**src/rtl/tau_pkg.sv**
```systemverilog
// Widths and record layouts of the looper; module parameters VDIM, N_CH and WORK_BW must match these
package tau_pkg;

	// ========================================
	// Widths
	// ========================================
	parameter int WORK_BW = 16;
	parameter int VDIM    = 2;
	parameter int N_CH    = 4;
	parameter int ID_BW   = 4;
	// Loop level runs from 0 to VDIM inclusive
	parameter int LVL_BW  = $clog2(VDIM + 1);

	// ========================================
	// Command records
	// ========================================
	typedef logic [VDIM-1:0][WORK_BW-1:0] ofs_vec_t;

	typedef struct packed {
		ofs_vec_t bofs;
		ofs_vec_t agrid_step;
		ofs_vec_t agrid_end;
		ofs_vec_t aboundary;
	} grid_cfg_t;

	// ID table, one entry per loop level
	typedef logic [VDIM:0][ID_BW-1:0] id_tab_t;

	typedef struct packed {
		id_tab_t id_begs;
		id_tab_t id_ends;
	} chan_cfg_t;

	// ========================================
	// Block records
	// ========================================
	typedef struct packed {
		ofs_vec_t          aofs_beg;
		ofs_vec_t          aofs_end;
		logic [LVL_BW-1:0] lvl_beg;
		logic [LVL_BW-1:0] lvl_end;
		logic              last;
	} walk_t;

	typedef struct packed {
		ofs_vec_t         bofs;
		ofs_vec_t         aofs_beg;
		ofs_vec_t         aofs_end;
		logic [ID_BW-1:0] id_beg;
		logic [ID_BW-1:0] id_end;
	} block_t;

	// Walker FSM where WAIT_LAST presents the final block of a command
	typedef enum logic [1:0] {
		IDLE,
		RUN,
		WAIT_LAST
	} walk_state_e;

endpackage

```
**src/rtl/accum_block_looper.sv**
```systemverilog
// Command inputs must hold until o_src_ack; all channels share one ID width and walk from offset 0
`timescale 1ns/10ps

module accum_block_looper
	import tau_pkg::*;
#(
	parameter int VDIM    = tau_pkg::VDIM,
	parameter int N_CH    = tau_pkg::N_CH,
	parameter int WORK_BW = tau_pkg::WORK_BW
) (
	input  logic            i_clk,
	input  logic            i_arst_n,
	// Command
	input  logic            i_src_rdy,
	output logic            o_src_ack,
	input  grid_cfg_t       i_grid,
	input  chan_cfg_t       i_chan_cfg [N_CH],
	// Channel ports
	output logic [N_CH-1:0] o_ch_rdy,
	input  logic [N_CH-1:0] i_ch_ack,
	output block_t          o_ch_blk [N_CH],
	output logic            o_blkdone
);

	// ========================================
	// Internal
	// ========================================
	logic            walk_rdy;
	logic            walk_ack;
	walk_t           walk;
	logic [N_CH-1:0] bc_rdy;
	logic [N_CH-1:0] bc_ack;
	logic [N_CH-1:0] retire;
	logic [N_CH-1:0] retire_last;

	// ========================================
	// Block walk and fan-out
	// ========================================
	grid_walker #(
		.VDIM    (VDIM),
		.WORK_BW (WORK_BW)
	) u_walker (
		.i_clk      (i_clk),
		.i_arst_n   (i_arst_n),
		.i_src_rdy  (i_src_rdy),
		.o_src_ack  (o_src_ack),
		.i_grid     (i_grid),
		.o_walk_rdy (walk_rdy),
		.i_walk_ack (walk_ack),
		.o_walk     (walk)
	);

	block_broadcast #(
		.N_CH (N_CH)
	) u_bcast (
		.i_clk     (i_clk),
		.i_arst_n  (i_arst_n),
		.i_src_rdy (walk_rdy),
		.o_src_ack (walk_ack),
		.o_dst_rdy (bc_rdy),
		.i_dst_ack (bc_ack)
	);

	// ========================================
	// Channel issuers
	// ========================================
	for (genvar c = 0; c < N_CH; c++) begin : g_ch
		channel_issue u_issue (
			.i_clk         (i_clk),
			.i_arst_n      (i_arst_n),
			.i_src_rdy     (bc_rdy[c]),
			.o_src_ack     (bc_ack[c]),
			.i_walk        (walk),
			.i_bofs        (i_grid.bofs),
			.i_cfg         (i_chan_cfg[c]),
			.o_rdy         (o_ch_rdy[c]),
			.i_ack         (i_ch_ack[c]),
			.o_blk         (o_ch_blk[c]),
			.o_retire      (retire[c]),
			.o_retire_last (retire_last[c])
		);
	end

	block_done_tracker #(
		.N_CH (N_CH)
	) u_done (
		.i_clk         (i_clk),
		.i_arst_n      (i_arst_n),
		.i_retire      (retire),
		.i_retire_last (retire_last),
		.o_blkdone     (o_blkdone)
	);

endmodule

```
**src/rtl/block_broadcast.sv**
```systemverilog
// Source data must stay stable while i_src_rdy is high; each channel takes the block exactly once
`timescale 1ns/10ps

module block_broadcast #(
	parameter int N_CH = tau_pkg::N_CH
) (
	input  logic            i_clk,
	input  logic            i_arst_n,
	input  logic            i_src_rdy,
	output logic            o_src_ack,
	output logic [N_CH-1:0] o_dst_rdy,
	input  logic [N_CH-1:0] i_dst_ack
);

	// ========================================
	// Internal
	// ========================================
	// One bit per channel that already took the current block
	logic [N_CH-1:0] taken_r;
	logic [N_CH-1:0] taken_now;

	// ========================================
	// Combinational
	// ========================================
	assign o_dst_rdy = {N_CH{i_src_rdy}} & ~taken_r;
	assign taken_now = taken_r | i_dst_ack;

	// Complete in the cycle the last outstanding channel acks
	assign o_src_ack = i_src_rdy && (&taken_now);

	// ========================================
	// Sequential
	// ========================================
	always_ff @(posedge i_clk or negedge i_arst_n) begin
		if (!i_arst_n) begin
			taken_r <= '0;
		end else if (o_src_ack) begin
			taken_r <= '0;
		end else begin
			taken_r <= taken_now;
		end
	end

endmodule

```
**src/rtl/block_done_tracker.sv**
```systemverilog
// A channel may retire the last block of the next command before slower channels finish the current one
`timescale 1ns/10ps

module block_done_tracker #(
	parameter int N_CH = tau_pkg::N_CH
) (
	input  logic            i_clk,
	input  logic            i_arst_n,
	input  logic [N_CH-1:0] i_retire,
	input  logic [N_CH-1:0] i_retire_last,
	output logic            o_blkdone
);

	// ========================================
	// Internal
	// ========================================
	// Per channel, last blocks retired and not yet reported (0 to 2)
	logic [1:0]      last_cnt_r [N_CH];
	logic [N_CH-1:0] got_last;
	logic [N_CH-1:0] have_last;
	logic            all_done;

	// ========================================
	// Combinational
	// ========================================
	always_comb begin
		for (int c = 0; c < N_CH; c++) begin
			got_last[c] = i_retire[c] && i_retire_last[c];
			have_last[c] = (last_cnt_r[c] != 2'd0) || got_last[c];
		end
	end

	assign all_done = &have_last;

	// ========================================
	// Sequential
	// ========================================
	always_ff @(posedge i_clk or negedge i_arst_n) begin
		if (!i_arst_n) begin
			for (int c = 0; c < N_CH; c++) begin
				last_cnt_r[c] <= 2'd0;
			end
			o_blkdone <= 1'b0;
		end else begin
			for (int c = 0; c < N_CH; c++) begin
				last_cnt_r[c] <= last_cnt_r[c] + {1'b0, got_last[c]} - {1'b0, all_done};
			end
			o_blkdone <= all_done;
		end
	end

endmodule

```
**src/rtl/channel_issue.sv**
```systemverilog
// One-entry output stage; a skipped last block waits one cycle if it would retire together with another last
`timescale 1ns/10ps

module channel_issue
	import tau_pkg::*;
(
	input  logic      i_clk,
	input  logic      i_arst_n,
	input  logic      i_src_rdy,
	output logic      o_src_ack,
	input  walk_t     i_walk,
	input  ofs_vec_t  i_bofs,
	input  chan_cfg_t i_cfg,
	output logic      o_rdy,
	input  logic      i_ack,
	output block_t    o_blk,
	output logic      o_retire,
	output logic      o_retire_last
);

	// ========================================
	// Internal
	// ========================================
	logic [ID_BW-1:0] id_beg;
	logic [ID_BW-1:0] id_end;
	logic             empty;
	logic             hold_skip;
	logic             skip;
	logic             load;
	logic             rdy_r;
	logic             last_r;

	// ========================================
	// ID range select
	// ========================================
	assign id_beg = i_cfg.id_begs[i_walk.lvl_beg];
	assign id_end = i_cfg.id_ends[i_walk.lvl_end];
	assign empty = id_beg == id_end;

	// Two last retires in one cycle would merge into one pulse
	assign hold_skip = i_walk.last && i_ack && last_r;

	assign o_src_ack = i_src_rdy && (empty ? !hold_skip : (!rdy_r || i_ack));
	assign skip = o_src_ack && empty;
	assign load = o_src_ack && !empty;

	assign o_rdy = rdy_r;
	assign o_retire = skip || i_ack;
	assign o_retire_last = (skip && i_walk.last) || (i_ack && last_r);

	// ========================================
	// Sequential
	// ========================================
	always_ff @(posedge i_clk or negedge i_arst_n) begin
		if (!i_arst_n) begin
			rdy_r <= 1'b0;
			last_r <= 1'b0;
		end else if (load) begin
			rdy_r <= 1'b1;
			last_r <= i_walk.last;
		end else if (i_ack) begin
			rdy_r <= 1'b0;
			last_r <= 1'b0;
		end
	end

	// Block payload
	always_ff @(posedge i_clk) begin
		if (load) begin
			o_blk.bofs <= i_bofs;
			o_blk.aofs_beg <= i_walk.aofs_beg;
			o_blk.aofs_end <= i_walk.aofs_end;
			o_blk.id_beg <= id_beg;
			o_blk.id_end <= id_end;
		end
	end

endmodule

```
**src/rtl/grid_walker.sv**
```systemverilog
// Walks blocks from offset 0 with dimension 0 fastest; a zero step never reaches a non-zero grid end
`timescale 1ns/10ps

module grid_walker
	import tau_pkg::*;
#(
	parameter int VDIM    = tau_pkg::VDIM,
	parameter int WORK_BW = tau_pkg::WORK_BW
) (
	input  logic      i_clk,
	input  logic      i_arst_n,
	input  logic      i_src_rdy,
	output logic      o_src_ack,
	input  grid_cfg_t i_grid,
	output logic      o_walk_rdy,
	input  logic      i_walk_ack,
	output walk_t     o_walk
);

	// ========================================
	// State
	// ========================================
	walk_state_e     state_r;
	ofs_vec_t        ofs_r;
	ofs_vec_t        nxt_ofs;
	ofs_vec_t        aofs_end;
	logic [VDIM-1:0] first_pos;
	logic [VDIM-1:0] last_pos;
	logic [VDIM-1:0] nxt_last_pos;
	logic [LVL_BW-1:0] lvl_beg;
	logic [LVL_BW-1:0] lvl_end;

	// ========================================
	// Offsets and odometer step
	// ========================================
	always_comb begin
		logic [WORK_BW:0] sum;
		logic [WORK_BW:0] nxt_sum;
		logic             carry;
		carry = 1'b1;
		for (int d = 0; d < VDIM; d++) begin
			sum = {1'b0, ofs_r[d]} + {1'b0, i_grid.agrid_step[d]};
			first_pos[d] = ofs_r[d] == '0;
			last_pos[d] = sum >= {1'b0, i_grid.agrid_end[d]};
			// Clip the block end at the tensor boundary
			if (sum > {1'b0, i_grid.aboundary[d]}) begin
				aofs_end[d] = i_grid.aboundary[d];
			end else begin
				aofs_end[d] = sum[WORK_BW-1:0];
			end
			// Wrap finished dims, advance the first one that can move
			if (!carry) begin
				nxt_ofs[d] = ofs_r[d];
			end else if (last_pos[d]) begin
				nxt_ofs[d] = '0;
			end else begin
				nxt_ofs[d] = sum[WORK_BW-1:0];
				carry = 1'b0;
			end
			nxt_sum = {1'b0, nxt_ofs[d]} + {1'b0, i_grid.agrid_step[d]};
			nxt_last_pos[d] = nxt_sum >= {1'b0, i_grid.agrid_end[d]};
		end
	end

	// Loop levels count the leading run of dims at their first/last position
	always_comb begin
		logic stop_beg;
		logic stop_end;
		stop_beg = 1'b0;
		stop_end = 1'b0;
		lvl_beg = '0;
		lvl_end = '0;
		for (int d = 0; d < VDIM; d++) begin
			if (!stop_beg && first_pos[d]) begin
				lvl_beg = lvl_beg + 1'b1;
			end else begin
				stop_beg = 1'b1;
			end
			if (!stop_end && last_pos[d]) begin
				lvl_end = lvl_end + 1'b1;
			end else begin
				stop_end = 1'b1;
			end
		end
	end

	assign o_walk_rdy = state_r != IDLE;
	assign o_src_ack = (state_r == WAIT_LAST) && i_walk_ack;
	assign o_walk.aofs_beg = ofs_r;
	assign o_walk.aofs_end = aofs_end;
	assign o_walk.lvl_beg = lvl_beg;
	assign o_walk.lvl_end = lvl_end;
	assign o_walk.last = state_r == WAIT_LAST;

	// ========================================
	// Sequential
	// ========================================
	// Counters are back at zero whenever the walker is idle
	always_ff @(posedge i_clk or negedge i_arst_n) begin
		if (!i_arst_n) begin
			state_r <= IDLE;
			ofs_r <= '0;
		end else begin
			unique case (state_r)
				IDLE: if (i_src_rdy) begin
					state_r <= (&last_pos) ? WAIT_LAST : RUN;
				end
				RUN: if (i_walk_ack) begin
					ofs_r <= nxt_ofs;
					if (&nxt_last_pos) begin
						state_r <= WAIT_LAST;
					end
				end
				WAIT_LAST: if (i_walk_ack) begin
					ofs_r <= nxt_ofs;
					state_r <= IDLE;
				end
				default: state_r <= IDLE;
			endcase
		end
	end

endmodule

```
**config.mk**
```make
export PLATFORM = sky130hd
export DESIGN_NAME = accum_block_looper
export DESIGN_NICKNAME = d
export VERILOG_FILES = /design/src/rtl/tau_pkg.sv /design/src/rtl/accum_block_looper.sv /design/src/rtl/block_broadcast.sv /design/src/rtl/block_done_tracker.sv /design/src/rtl/channel_issue.sv /design/src/rtl/grid_walker.sv
export SDC_FILE = /design/constraint.sdc
export NUM_CORES = 1
export LEC_CHECK = 0
export BUFFER_PORTS_ARGS = -buffer_cell sky130_fd_sc_hd__buf_2
export CAP_MARGIN = 20
export CORE_AREA = 4 4 251 253
export DETAILED_ROUTE_END_ITERATION = 6
export DIE_AREA = 0 0 255 257
export PLACE_DENSITY_LB_ADDON = 0.3
export SETUP_SLACK_MARGIN = 0.2
export SYNTH_ARGS = -nofsm -noshare
export SYNTH_HDL_FRONTEND = slang
export SYNTH_HIERARCHICAL = 1
export SYNTH_SLANG_ARGS = --single-unit
```
**constraint.sdc**
```tcl
create_clock -name i_clk -period 34.7 [get_ports i_clk]
set_clock_uncertainty 0.15 [all_clocks]
set_input_delay 6.94 -clock i_clk [delete_from_list [all_inputs] [get_ports i_clk]]
set_output_delay 6.94 -clock i_clk [all_outputs]
set_load 0.05 [all_outputs]
```
==> results of run 1 <==
-- critical path, delay by kind of cell --
kind                     cells  cell delay (ns)
adder cells (fa/ha/maj)      2             0.66
buffers and inverters        3             0.49
AND/OR/NAND/NOR              6             2.19
AO/OA/AOI/OAI               15             2.93
XOR/XNOR                     2             0.59
-- sequential cells by signal (all words and copies together) (netlist names) --
register,cells
g_ch.u_issue/o_rdy,4
u_bcast/taken_r,4
g_ch.u_issue/last_r,4
g_ch.u_issue/o_blk,416
u_walker/o_walk,32
u_done/o_blkdone,1
u_done/last_cnt_r,8
u_walker/state_r,2
-- per-stage QoR --
step | util | setup slack, ns | hold slack [ns] | cell area, sq um
after floorplan | - | 14.85 | 0.330 | 22000
after global placement | 0.431 | 14.07 | 0.337 | 26300
after detailed placement | 0.431 | 13.83 | 0.354 | 26300
after CTS | 0.458 | 13.81 | 0.368 | 28000
after global routing | 0.459 | 13.13 | 0.389 | 28000
final | 0.459 | 13.78 | 0.366 | 28000
-- metal layers --
metal,track usage,up-vias
met3,0.0464,125
met4,0.0693,12
met2,0.343,569
met1,0.255,7630
met5,0,-
li1,-,7249
-- logic make-up (layout without fill, tap and decap cells) --
family | count (synthesis) | after routing | share of synthesized area
adders and majority gates | 170 | 170 | 0.0981
xor gates and xnor gates | 81 | 81 | 0.0323
muxes | 80 | 80 | 0.0389
and+or+nand+nor | 276 | 276 | 0.0679
DFF | 471 | 471 | 0.631
AOI/OAI and AO/OA | 322 | 322 | 0.108
buffers and inverters | 123 | 861 | 0.0241
other | 0 | 17 | 0
-- cell type report --
type,instances,area (sq um)
timing repair buffer,665,3360
antenna,17,42.5
clock inverter,37,367
multi-input combinational,929,7690
sequential,471,13900
inverter,100,375
fill,5509,33000
tap,790,988
clock buffer,59,1320
-- cell usage after synthesis (24+ instances only) --
master	n	area share
nand2_1	88	0.015
nor2_1	37	0.0063
dfrtp_1	55	0.063
o21ai_0	61	0.014
xnor2_1	64	0.025
a21oi_1	58	0.013
inv_1	100	0.017
a21o_1	36	0.012
edfxtp_1	416	0.57
ha_1	166	0.094
mux2_2	36	0.018
mux2i_1	37	0.017
nand4_1	24	0.0068
-- worst max path at each step --
stage          cells past startpoint   endpoint
5_1_grt                           28  o_src_ack
3_5_place_dp                      28  o_src_ack
3_3_place_gp                      28  o_src_ack
2_1_floorplan                     27  o_src_ack
6_report                          28  o_src_ack
4_1_cts                           28  o_src_ack
==> impl_results.md, run 1 <==
- Arrival time worst endpoint: ~14 ns
- Full die area: approximately 66,000 sq um
- Detail Route met2 WL: 33,700 um
- CP max-delay cell: nor2_2
- IO Pins: 653
- Crit end category: output port
- GRT Overall Usage: 0.202
- Slew Limit Fails: 0
- Layout net count: ~2,600
- Mapped Area: between 20,000 and 25,000 sq um
- DR top layer: met5
- Crit-path max cell delay: 0.78 ns
- Skew-Pair Late Insertion Delay: 0.61 ns
- Hold endpoint: u_done/last_cnt_r[2]
- Req. time, crit path: 27.61 ns
- Final non-filler cell total: 3,068
- Iteration-0 DRC Markers: 877
- Clk buf depth: 3
- Hold Vio Cnt, Final: 0
- Final period utilization: 0.603
- Metal-1 WL: roughly 28,000 um
- CTS root buffer: clkbuf_16
- CP dominant cell by count: a21oi_1
- GR Overflow Total: 0
- Clk sink count: 471
- Initial core utilization: 0.360
- Hold Crit Class: register to register
- WL/cell: 22.4 um
- Post-Synthesis Cells: ~1,500
- Slew @ Worst Pin: approximately 1 ns
- Vias: 15,600
- Die W: 255 um
- Start of the worst register-to-register path: u_walker/o_walk[37]
- Most frequent cells in the layout: 652 x buf_2, 416 x edfxtp_1, 166 x ha_1
- #FFs+latches synth: about 470
- First-pass GRT wire length: ~100,000 um
- Initial antenna violation count: 24
- Row cnt: 91
- Layout cell share with drive strength beyond 1: 0.372
- Drt drc: 0
- Unrepaired setup endpoints after global routing: no
- CORE AREA: 61,000 sq um
- Crit Path Class: primary input to output port
- R2r endpoint: u_walker/state_r[1]
- Largest net degree at the start of global routing: 59
- Status: finished, final reports clean
- Sum Neg Setup Slack: 0 ns
- CTS tree: yes
- Total number of H-tree levels: 2
- Startpoint types: primary input
- Commonest non-fill, non-tap cell in the layout: buf_2
- Post-synth EDFFs: 416
- Hold Crit Depth: 1
- Cts hold-fix bufs: 0
- Die height: roughly 260 um
- Post-CTS Setup Inserts: 0
- Wirelength, routed: 68,800 um
- Worst-path clk slew: approximately 0.06 ns
- DP Wirelength: 53,300 um
- Vias per inst: between 5 and 6
- Worst setup path startpoint: i_grid[83]
- DR WL met3: 4740 um
- Slew HR: 0.320
- Worst reg-to-reg path cell count: 32
- Vias in the first global route: roughly 16,000
- Asr flop ratio synth: 0.117
- Final estimated routing congestion in global placement: 0.876
- Fmax: between 0.04 and 0.05 GHz
- Max cap viols: 0
- Syn Area/Cell: 14.4 sq um
- Final setup fails: 0
- Post-synthesis cell type count: 86
- Post-synthesis sequential area ratio: 0.631
- DP Cell Count: just under 3,000
- Hold_sp: u_done/last_cnt_r[2]
- DRT Pass-1 Iters: 5
- DRT antenna net count: 0
- Syn nets: approximately 1,900
- Synthesis Warnings: 6
- Commonest register cell after synthesis: edfxtp_1
- I/O Buffers: between 600 and 700
- Area Overhead vs Synth: 27.4%
- Flop-to-flop setup slack: about 26 ns
- Minimum clock period after layout: 20.92 ns
- CTS resizes: 0
- TritonCTS Buffers: 51
- Crit Path Max Fanout: 20
Power of run 1 is left out: the tool's default activity adds up to more than one toggle a clock period on the data nets, which glitch-free logic cannot reach.
==> run 2, diff against run 1 <==
==> constraint.sdc (replaced) <==
create_clock -name i_clk -period 21.2 [get_ports i_clk]
set_clock_uncertainty 0.15 [all_clocks]
set_input_delay 4.24 -clock i_clk [delete_from_list [all_inputs] [get_ports i_clk]]
set_output_delay 4.24 -clock i_clk [all_outputs]
set_load 0.05 [all_outputs]
==> run 2 against run 1 <==
Compared with the run above:
- non-clock buffer count grew 1
- global-route usage decreased by 0.095 points
- critical path depth shrank 3
- first-iteration DRC count is 8.6% higher
- sequential share of layout area is 0.12 points higher
- routed wire length down 0.67%
- critical path type unchanged
- critical endpoint unchanged
==> impl_results.md, run 2 (synthesis results as in run 1) <==
- Status: finished, final reports clean
- Wirelength, routed: 68,400 um (-0.67%)
- Crit Path Max Fanout: 56 (+180%)
- Kind of cell adding the most delay to the critical path: compound AO/OA/AOI/OAI gates
- Post-CTS Setup Inserts: 0 (unchanged)
- Req. time, crit path: 16.81 ns (-10.80 ns)
- Clk buf depth: 3 (unchanged)
- Slew Limit Fails: 0 (unchanged)
- CTS tree: yes
- Vias: 15,600 (-0.090%)
- Dpl ws: 5.80 ns (-8.03 ns)
- CP max-delay cell: buf_4
- Critical Path Stages: 25 (-11%)
- Buf/Inv on CP: 3 (unchanged)
- GRT Overall Usage: 0.201 (-0.000948)
- Initial core utilization: 0.360 (unchanged)
- Arrival time worst endpoint: 11.06 ns (-2.77 ns)
- Worst reg-to-reg path cell count: 34 (+6.3%)
- Commonest non-fill, non-tap cell in the layout: buf_2
- GR Overflow Total: 0 (unchanged)
- Post-layout worst setup margin: 5.75 ns (-8.03 ns)
- Vias in the first global route: 16,100 (+0.98%)
- Full die area: 65,500 sq um (unchanged)
- Final period utilization: 0.729
- Cts hold-fix bufs: 0 (unchanged)
- IO Pins: 653 (unchanged)
- Unrepaired setup endpoints after global routing: no
- Vias per inst: 5.09 (+0.24%)
- TritonCTS Buffers: 50 (-2.0%)
- Slew @ Worst Pin: 1.01 ns (-0.00977 ns)
- First-pass GRT wire length: 100,000 um (-0.52%)
- Max reg flops: 416 (unchanged)
- Hold Vio Cnt, Final: 0 (unchanged)
- Hold Crit Depth: 1 (unchanged)
- DP Wirelength: 53,500 um (+0.22%)
- Initial antenna violation count: 22 (-8.3%)
- DRT antenna net count: 0 (unchanged)
- Startpoint types: primary input
- Layout cell share with drive strength beyond 1: 0.372 (about the same)
- Fmax: between 0.06 and 0.07 GHz
- Layout net count: 2,619 (unchanged)
- Largest net degree at the start of global routing: 59 (unchanged)
- Final estimated routing congestion in global placement: 0.878 (+0.29%)
- Most frequent cells in the layout: 652 x buf_2, 416 x edfxtp_1, 166 x ha_1
- Area Overhead vs Synth: 27.1%
- Die height: 257 um (unchanged)
- Most flops, register: g_ch.u_issue/o_blk
- Die W: 255 um (unchanged)
- CTS resizes: 0 (unchanged)
- Hold Crit Class: register to register
- Crit end category: output port
- Crit-path max cell delay: 0.50 ns (-0.28 ns)
- Sum Neg Setup Slack: 0 ns (unchanged)
- Minimum clock period after layout: approximately 15 ns
- Slew HR: 0.326 (+0.00653)
- CTS root buffer: clkbuf_16
- Layout Utilization: 0.458 (-0.00107)
- Crit Path Class: primary input to output port
- DRT Pass-1 Iters: 5 (unchanged)
- Iteration-0 DRC Markers: 952 (+8.6%)
- Max cap viols: 0 (unchanged)
- Skew-Pair Late Insertion Delay: 0.59 ns (-0.02 ns)
- Final setup fails: 0 (unchanged)
- Total number of H-tree levels: 2 (unchanged)
- Drt drc: 0 (unchanged)
- Worst-path clk slew: 0.06 ns (about the same)
- Row cnt: 91 (unchanged)
- WL/cell: 22.4 um (-0.34%)
- Clk sink count: 471 (unchanged)
- I/O Buffers: 652 (unchanged)
- CORE AREA: 61,000 sq um (unchanged)
run 2: layer usage:
layer | vias to the layer above | global-route usage | share of wire
met4 | 16 | 0.0652 | 0.029
met3 | 131 | 0.0467 | 0.069
li1 | 7244 | - | -
met1 | 7602 | 0.254 | 0.41
met2 | 578 | 0.342 | 0.49
met5 | - | 0 | 0.0017
run 2: worst paths after layout:
path                                            from                    to  slack, ns
worst max register to register   u_walker/o_walk[37]   u_walker/state_r[0]      12.02
worst min-delay path            u_done/last_cnt_r[4]  u_done/last_cnt_r[4]       0.37
max in group asynchronous                   i_arst_n   u_walker/o_walk[57]      16.67
min in group asynchronous                   i_arst_n   u_walker/o_walk[45]       3.69
worst min register to register  u_done/last_cnt_r[4]  u_done/last_cnt_r[4]       0.37
worst max-delay path                      i_grid[64]             o_src_ack       5.75
run 2: through the flow:
stage	cells	hold WS, ns	cell area (sq um)
4_1_cts	3045	0.377	27900
3_3_place_gp	2956	0.337	26300
6_report	3058	0.373	27900
5_1_grt	3057	0.398	27900
3_5_place_dp	2956	0.364	26300
2_1_floorplan	1523	0.330	22000
run 2: final cells by class:
type,instances,area [sq um]
Fill cell,5522,33100
Sequential cell,471,13900
Multi-Input combinational cell,929,7690
Timing Repair Buffer,666,3370
Clock buffer,56,1270
Tap cell,790,988
Inverter,100,375
Clock inverter,33,347
Antenna cell,13,32.5
Power of run 2 is left out for the same reason.
==> run 3, diff against run 2 <==
--- a/config.mk
+++ b/config.mk
@@ -5,11 +5,12 @@
 export SDC_FILE = /design/constraint.sdc
 export NUM_CORES = 1
 export LEC_CHECK = 0
+export ABC_AREA = 1
 export BUFFER_PORTS_ARGS = -buffer_cell sky130_fd_sc_hd__buf_2
 export CAP_MARGIN = 20
-export CORE_AREA = 4 4 251 253
+export CORE_AREA = 4 4 250 252
 export DETAILED_ROUTE_END_ITERATION = 6
-export DIE_AREA = 0 0 255 257
+export DIE_AREA = 0 0 254 256
 export PLACE_DENSITY_LB_ADDON = 0.3
 export SETUP_SLACK_MARGIN = 0.2
 export SYNTH_ARGS = -nofsm -noshare
==> constraint.sdc (replaced) <==
create_clock -name i_clk -period 14.42 [get_ports i_clk]
set_clock_uncertainty 0.15 [all_clocks]
set_input_delay 2.884 -clock i_clk [delete_from_list [all_inputs] [get_ports i_clk]]
set_output_delay 2.884 -clock i_clk [all_outputs]
set_load 0.05 [all_outputs]
==> run 3 against run 2 <==
Compared with the run above:
- core utilization increased by 2.7 points
- synthesized cell count rose by 42%
- worst hold slack worse by 0.018 ns
- largest cell class unchanged
==> impl_results.md, run 3 <==
- Vias: 18,100 (+16%)
- DR WL met3: 4840 um (+2.0%)
- Commonest non-fill, non-tap cell in the layout: buf_2
- CP max-delay cell: inv_1
- Sum Neg Setup Slack: 0 ns (unchanged)
- Hold Crit Class: register to register
- Detail Route met2 WL: 36,900 um (+10%)
- Skew-Pair Late Insertion Delay: 0.61 ns (+0.02 ns)
- Die height: 256 um (-0.39%)
- Clk buf depth: 3 (unchanged)
- Vias in the first global route: 18,100 (+13%)
- Die W: 254 um (-0.39%)
- Post-synth top area share: 0.539 (-0.0293)
- Slew Limit Fails: 0 (unchanged)
- Final setup fails: 0 (unchanged)
- CTS resizes: 0 (unchanged)
- Most frequent cells in the layout: 652 x buf_2, 540 x nand2_1, 416 x edfxtp_1
- Final estimated routing congestion in global placement: 0.932 (+6.1%)
- Commonest cells in the netlist: 541 x nand2_1, 416 x edfxtp_1, 277 x inv_1
- Commonest register cell after synthesis: edfxtp_1
- Drt drc: 0 (unchanged)
- Post-CTS Setup Inserts: 0 (unchanged)
- Initial core utilization: 0.386 (+0.0252)
- CP dominant cell by count: nand2_1
- DP Wirelength: 57,100 um (+6.8%)
- Crit end category: output port
- First-pass GRT wire length: 108,000 um (+7.7%)
- Post-Synthesis Cells: 2,168 (+42%)
- Cts hold-fix bufs: 0 (unchanged)
- CORE AREA: 60,100 sq um (-1.5%)
- GR Overflow Total: 0 (unchanged)
- DR top layer: met5
- Wirelength, routed: 72,700 um (+6.3%)
- Req. time, crit path: 11.39 ns (-5.42 ns)
- Post-synthesis cell type count: 52 (-40%)
- Crit Path Class: primary input to output port
- Row cnt: 90 (-1.1%)
- Full die area: 65,000 sq um (-0.78%)
- Initial antenna violation count: 11 (-50%)
- Asr flop ratio synth: 0.117 (unchanged)
- Syn nets: 2,569 (+34%)
- Top-count cell post-synth: nand2_1
- Clk sink count: 471 (unchanged)
- CTS root buffer: clkbuf_16
- Max reg flops: 416 (unchanged)
- Post-synthesis sequential area ratio: 0.598 (-0.0325)
- CTS tree: yes
- IO Pins: 653 (unchanged)
- Crit Path Max Fanout: 32 (-43%)
- Post-layout worst setup margin: 2.53 ns (-3.21 ns)
- WL/cell: 19.7 um (-12%)
- Startpoint types: primary input
- Area Overhead vs Synth: 25.7%
- Total number of H-tree levels: 2 (unchanged)
- Layout net count: 3,263 (+25%)
- Fmax: roughly 0.084 GHz
- Final period utilization: 0.824
- Fillers: 5,485 (-0.67%)
- DRT Pass-1 Iters: 5 (unchanged)
- Crit-path max cell delay: 0.58 ns (+0.08 ns)
- Synthesis Warnings: 6 (unchanged)
- Largest net degree at the start of global routing: 58 (-1.7%)
- Syn Area/Cell: 10.7 sq um (-26%)
- Iteration-0 DRC Markers: 962 (+1.1%)
- Max cap viols: 0 (unchanged)
- Dpl ws: 2.50 ns (-3.30 ns)
- Slew @ Worst Pin: 1.03 ns (+0.0249 ns)
- Mapped Area: 23,200 sq um (+5.4%)
- Status: finished, final reports clean
- Top cells by area, synth: edfxtp_1 54%, ha_1 9.0%, nand2_1 8.8%, dfrtp_1 5.9%, inv_1 4.5%
- DRT antenna net count: 0 (unchanged)
- Metal-1 WL: 29,100 um (+3.4%)
- Vias per inst: 4.90 (-3.8%)
- I/O Buffers: 652 (unchanged)
- Minimum clock period after layout: 11.89 ns
- Post-synth EDFFs: 416 (unchanged)
- GRT Overall Usage: 0.216 (+0.0146)
- Unrepaired setup endpoints after global routing: no
- Arrival time worst endpoint: 8.85 ns (-2.21 ns)
- Worst-path clk slew: 0.06 ns (about the same)
- #FFs+latches synth: 471 (unchanged)
- Slew HR: 0.308 (-0.0176)
- Most flops, register: g_ch.u_issue/o_blk
- Synth area leader: edfxtp_1
- Hold Vio Cnt, Final: 0 (unchanged)
- TritonCTS Buffers: 50 (unchanged)
- Layout cell share with drive strength beyond 1: 0.303 (-0.0687)
==> run 3: kinds of logic after synthesis <==
| group | share of synthesized area |
|---|---|
| buffers and inverters | 0.0539 |
| XOR/XNOR | 0.0212 |
| multiplexers | 0.000432 |
| AO/OA/AOI/OAI | 0.0646 |
| adder cells (fa/ha/maj) | 0.0930 |
| flip-flops | 0.598 |
| AND/OR/NAND/NOR | 0.169 |
==> run 3: worst paths after layout <==
path	startpoint	to	slack [ns]	cells past startpoint
worst min-delay path	u_done/last_cnt_r[4]	u_done/last_cnt_r[4]	0.35	1
worst min register to register	u_done/last_cnt_r[4]	u_done/last_cnt_r[4]	0.35	1
worst max register to register	u_walker/o_walk[39]	u_walker/state_r[0]	6.77	45
max in group asynchronous	i_arst_n	u_walker/o_walk[65]	11.25	2
min in group asynchronous	i_arst_n	u_walker/o_walk[43]	2.30	2
worst max-delay path	i_grid[64]	o_src_ack	2.53	43
==> run 3: routing by layer <==
layer	up-vias	GRT usage
li1	8756	-
met1	8607	0.263
met2	599	0.384
met3	105	0.0441
met4	4	0.0625
met5	-	0
==> run 3: area by class of cell <==
class / count / area [sq um] / share of cell area
Clock buffer: 58 / 1290 / 0.0443
Tap cell: 782 / 978 / 0.0336
Inverter: 301 / 1140 / 0.0391
Sequential cell: 471 / 13900 / 0.476
Multi-Input combinational cell: 1376 / 8070 / 0.277
Antenna cell: 7 / 17.5 / 0.000601
Clock inverter: 34 / 432 / 0.0148
Timing Repair Buffer: 662 / 3350 / 0.115
==> run 3: through the flow <==
| stage | cells | cell area [sq um] | hold slack (ns) | util |
|---|---|---|---|---|
| 6_report | 3691 | 29100 | 0.355 | 0.485 |
| 3_3_place_gp | 3591 | 27400 | 0.336 | 0.455 |
| 4_1_cts | 3683 | 29100 | 0.359 | 0.484 |
| 2_1_floorplan | 2168 | 23200 | 0.329 | - |
| 5_1_grt | 3690 | 29100 | 0.374 | 0.485 |
| 3_5_place_dp | 3591 | 27400 | 0.346 | 0.455 |
==> run 3: critical path, delay by kind of cell <==
kind / cells / cell delay, ns
fa+ha+maj: 3 / 0.94
compound gates: 1 / 0.24
simple gates: 29 / 2.86
buf+inv: 9 / 1.71
xor+xnor: 1 / 0.19
Power of run 3 is left out for the same reason.
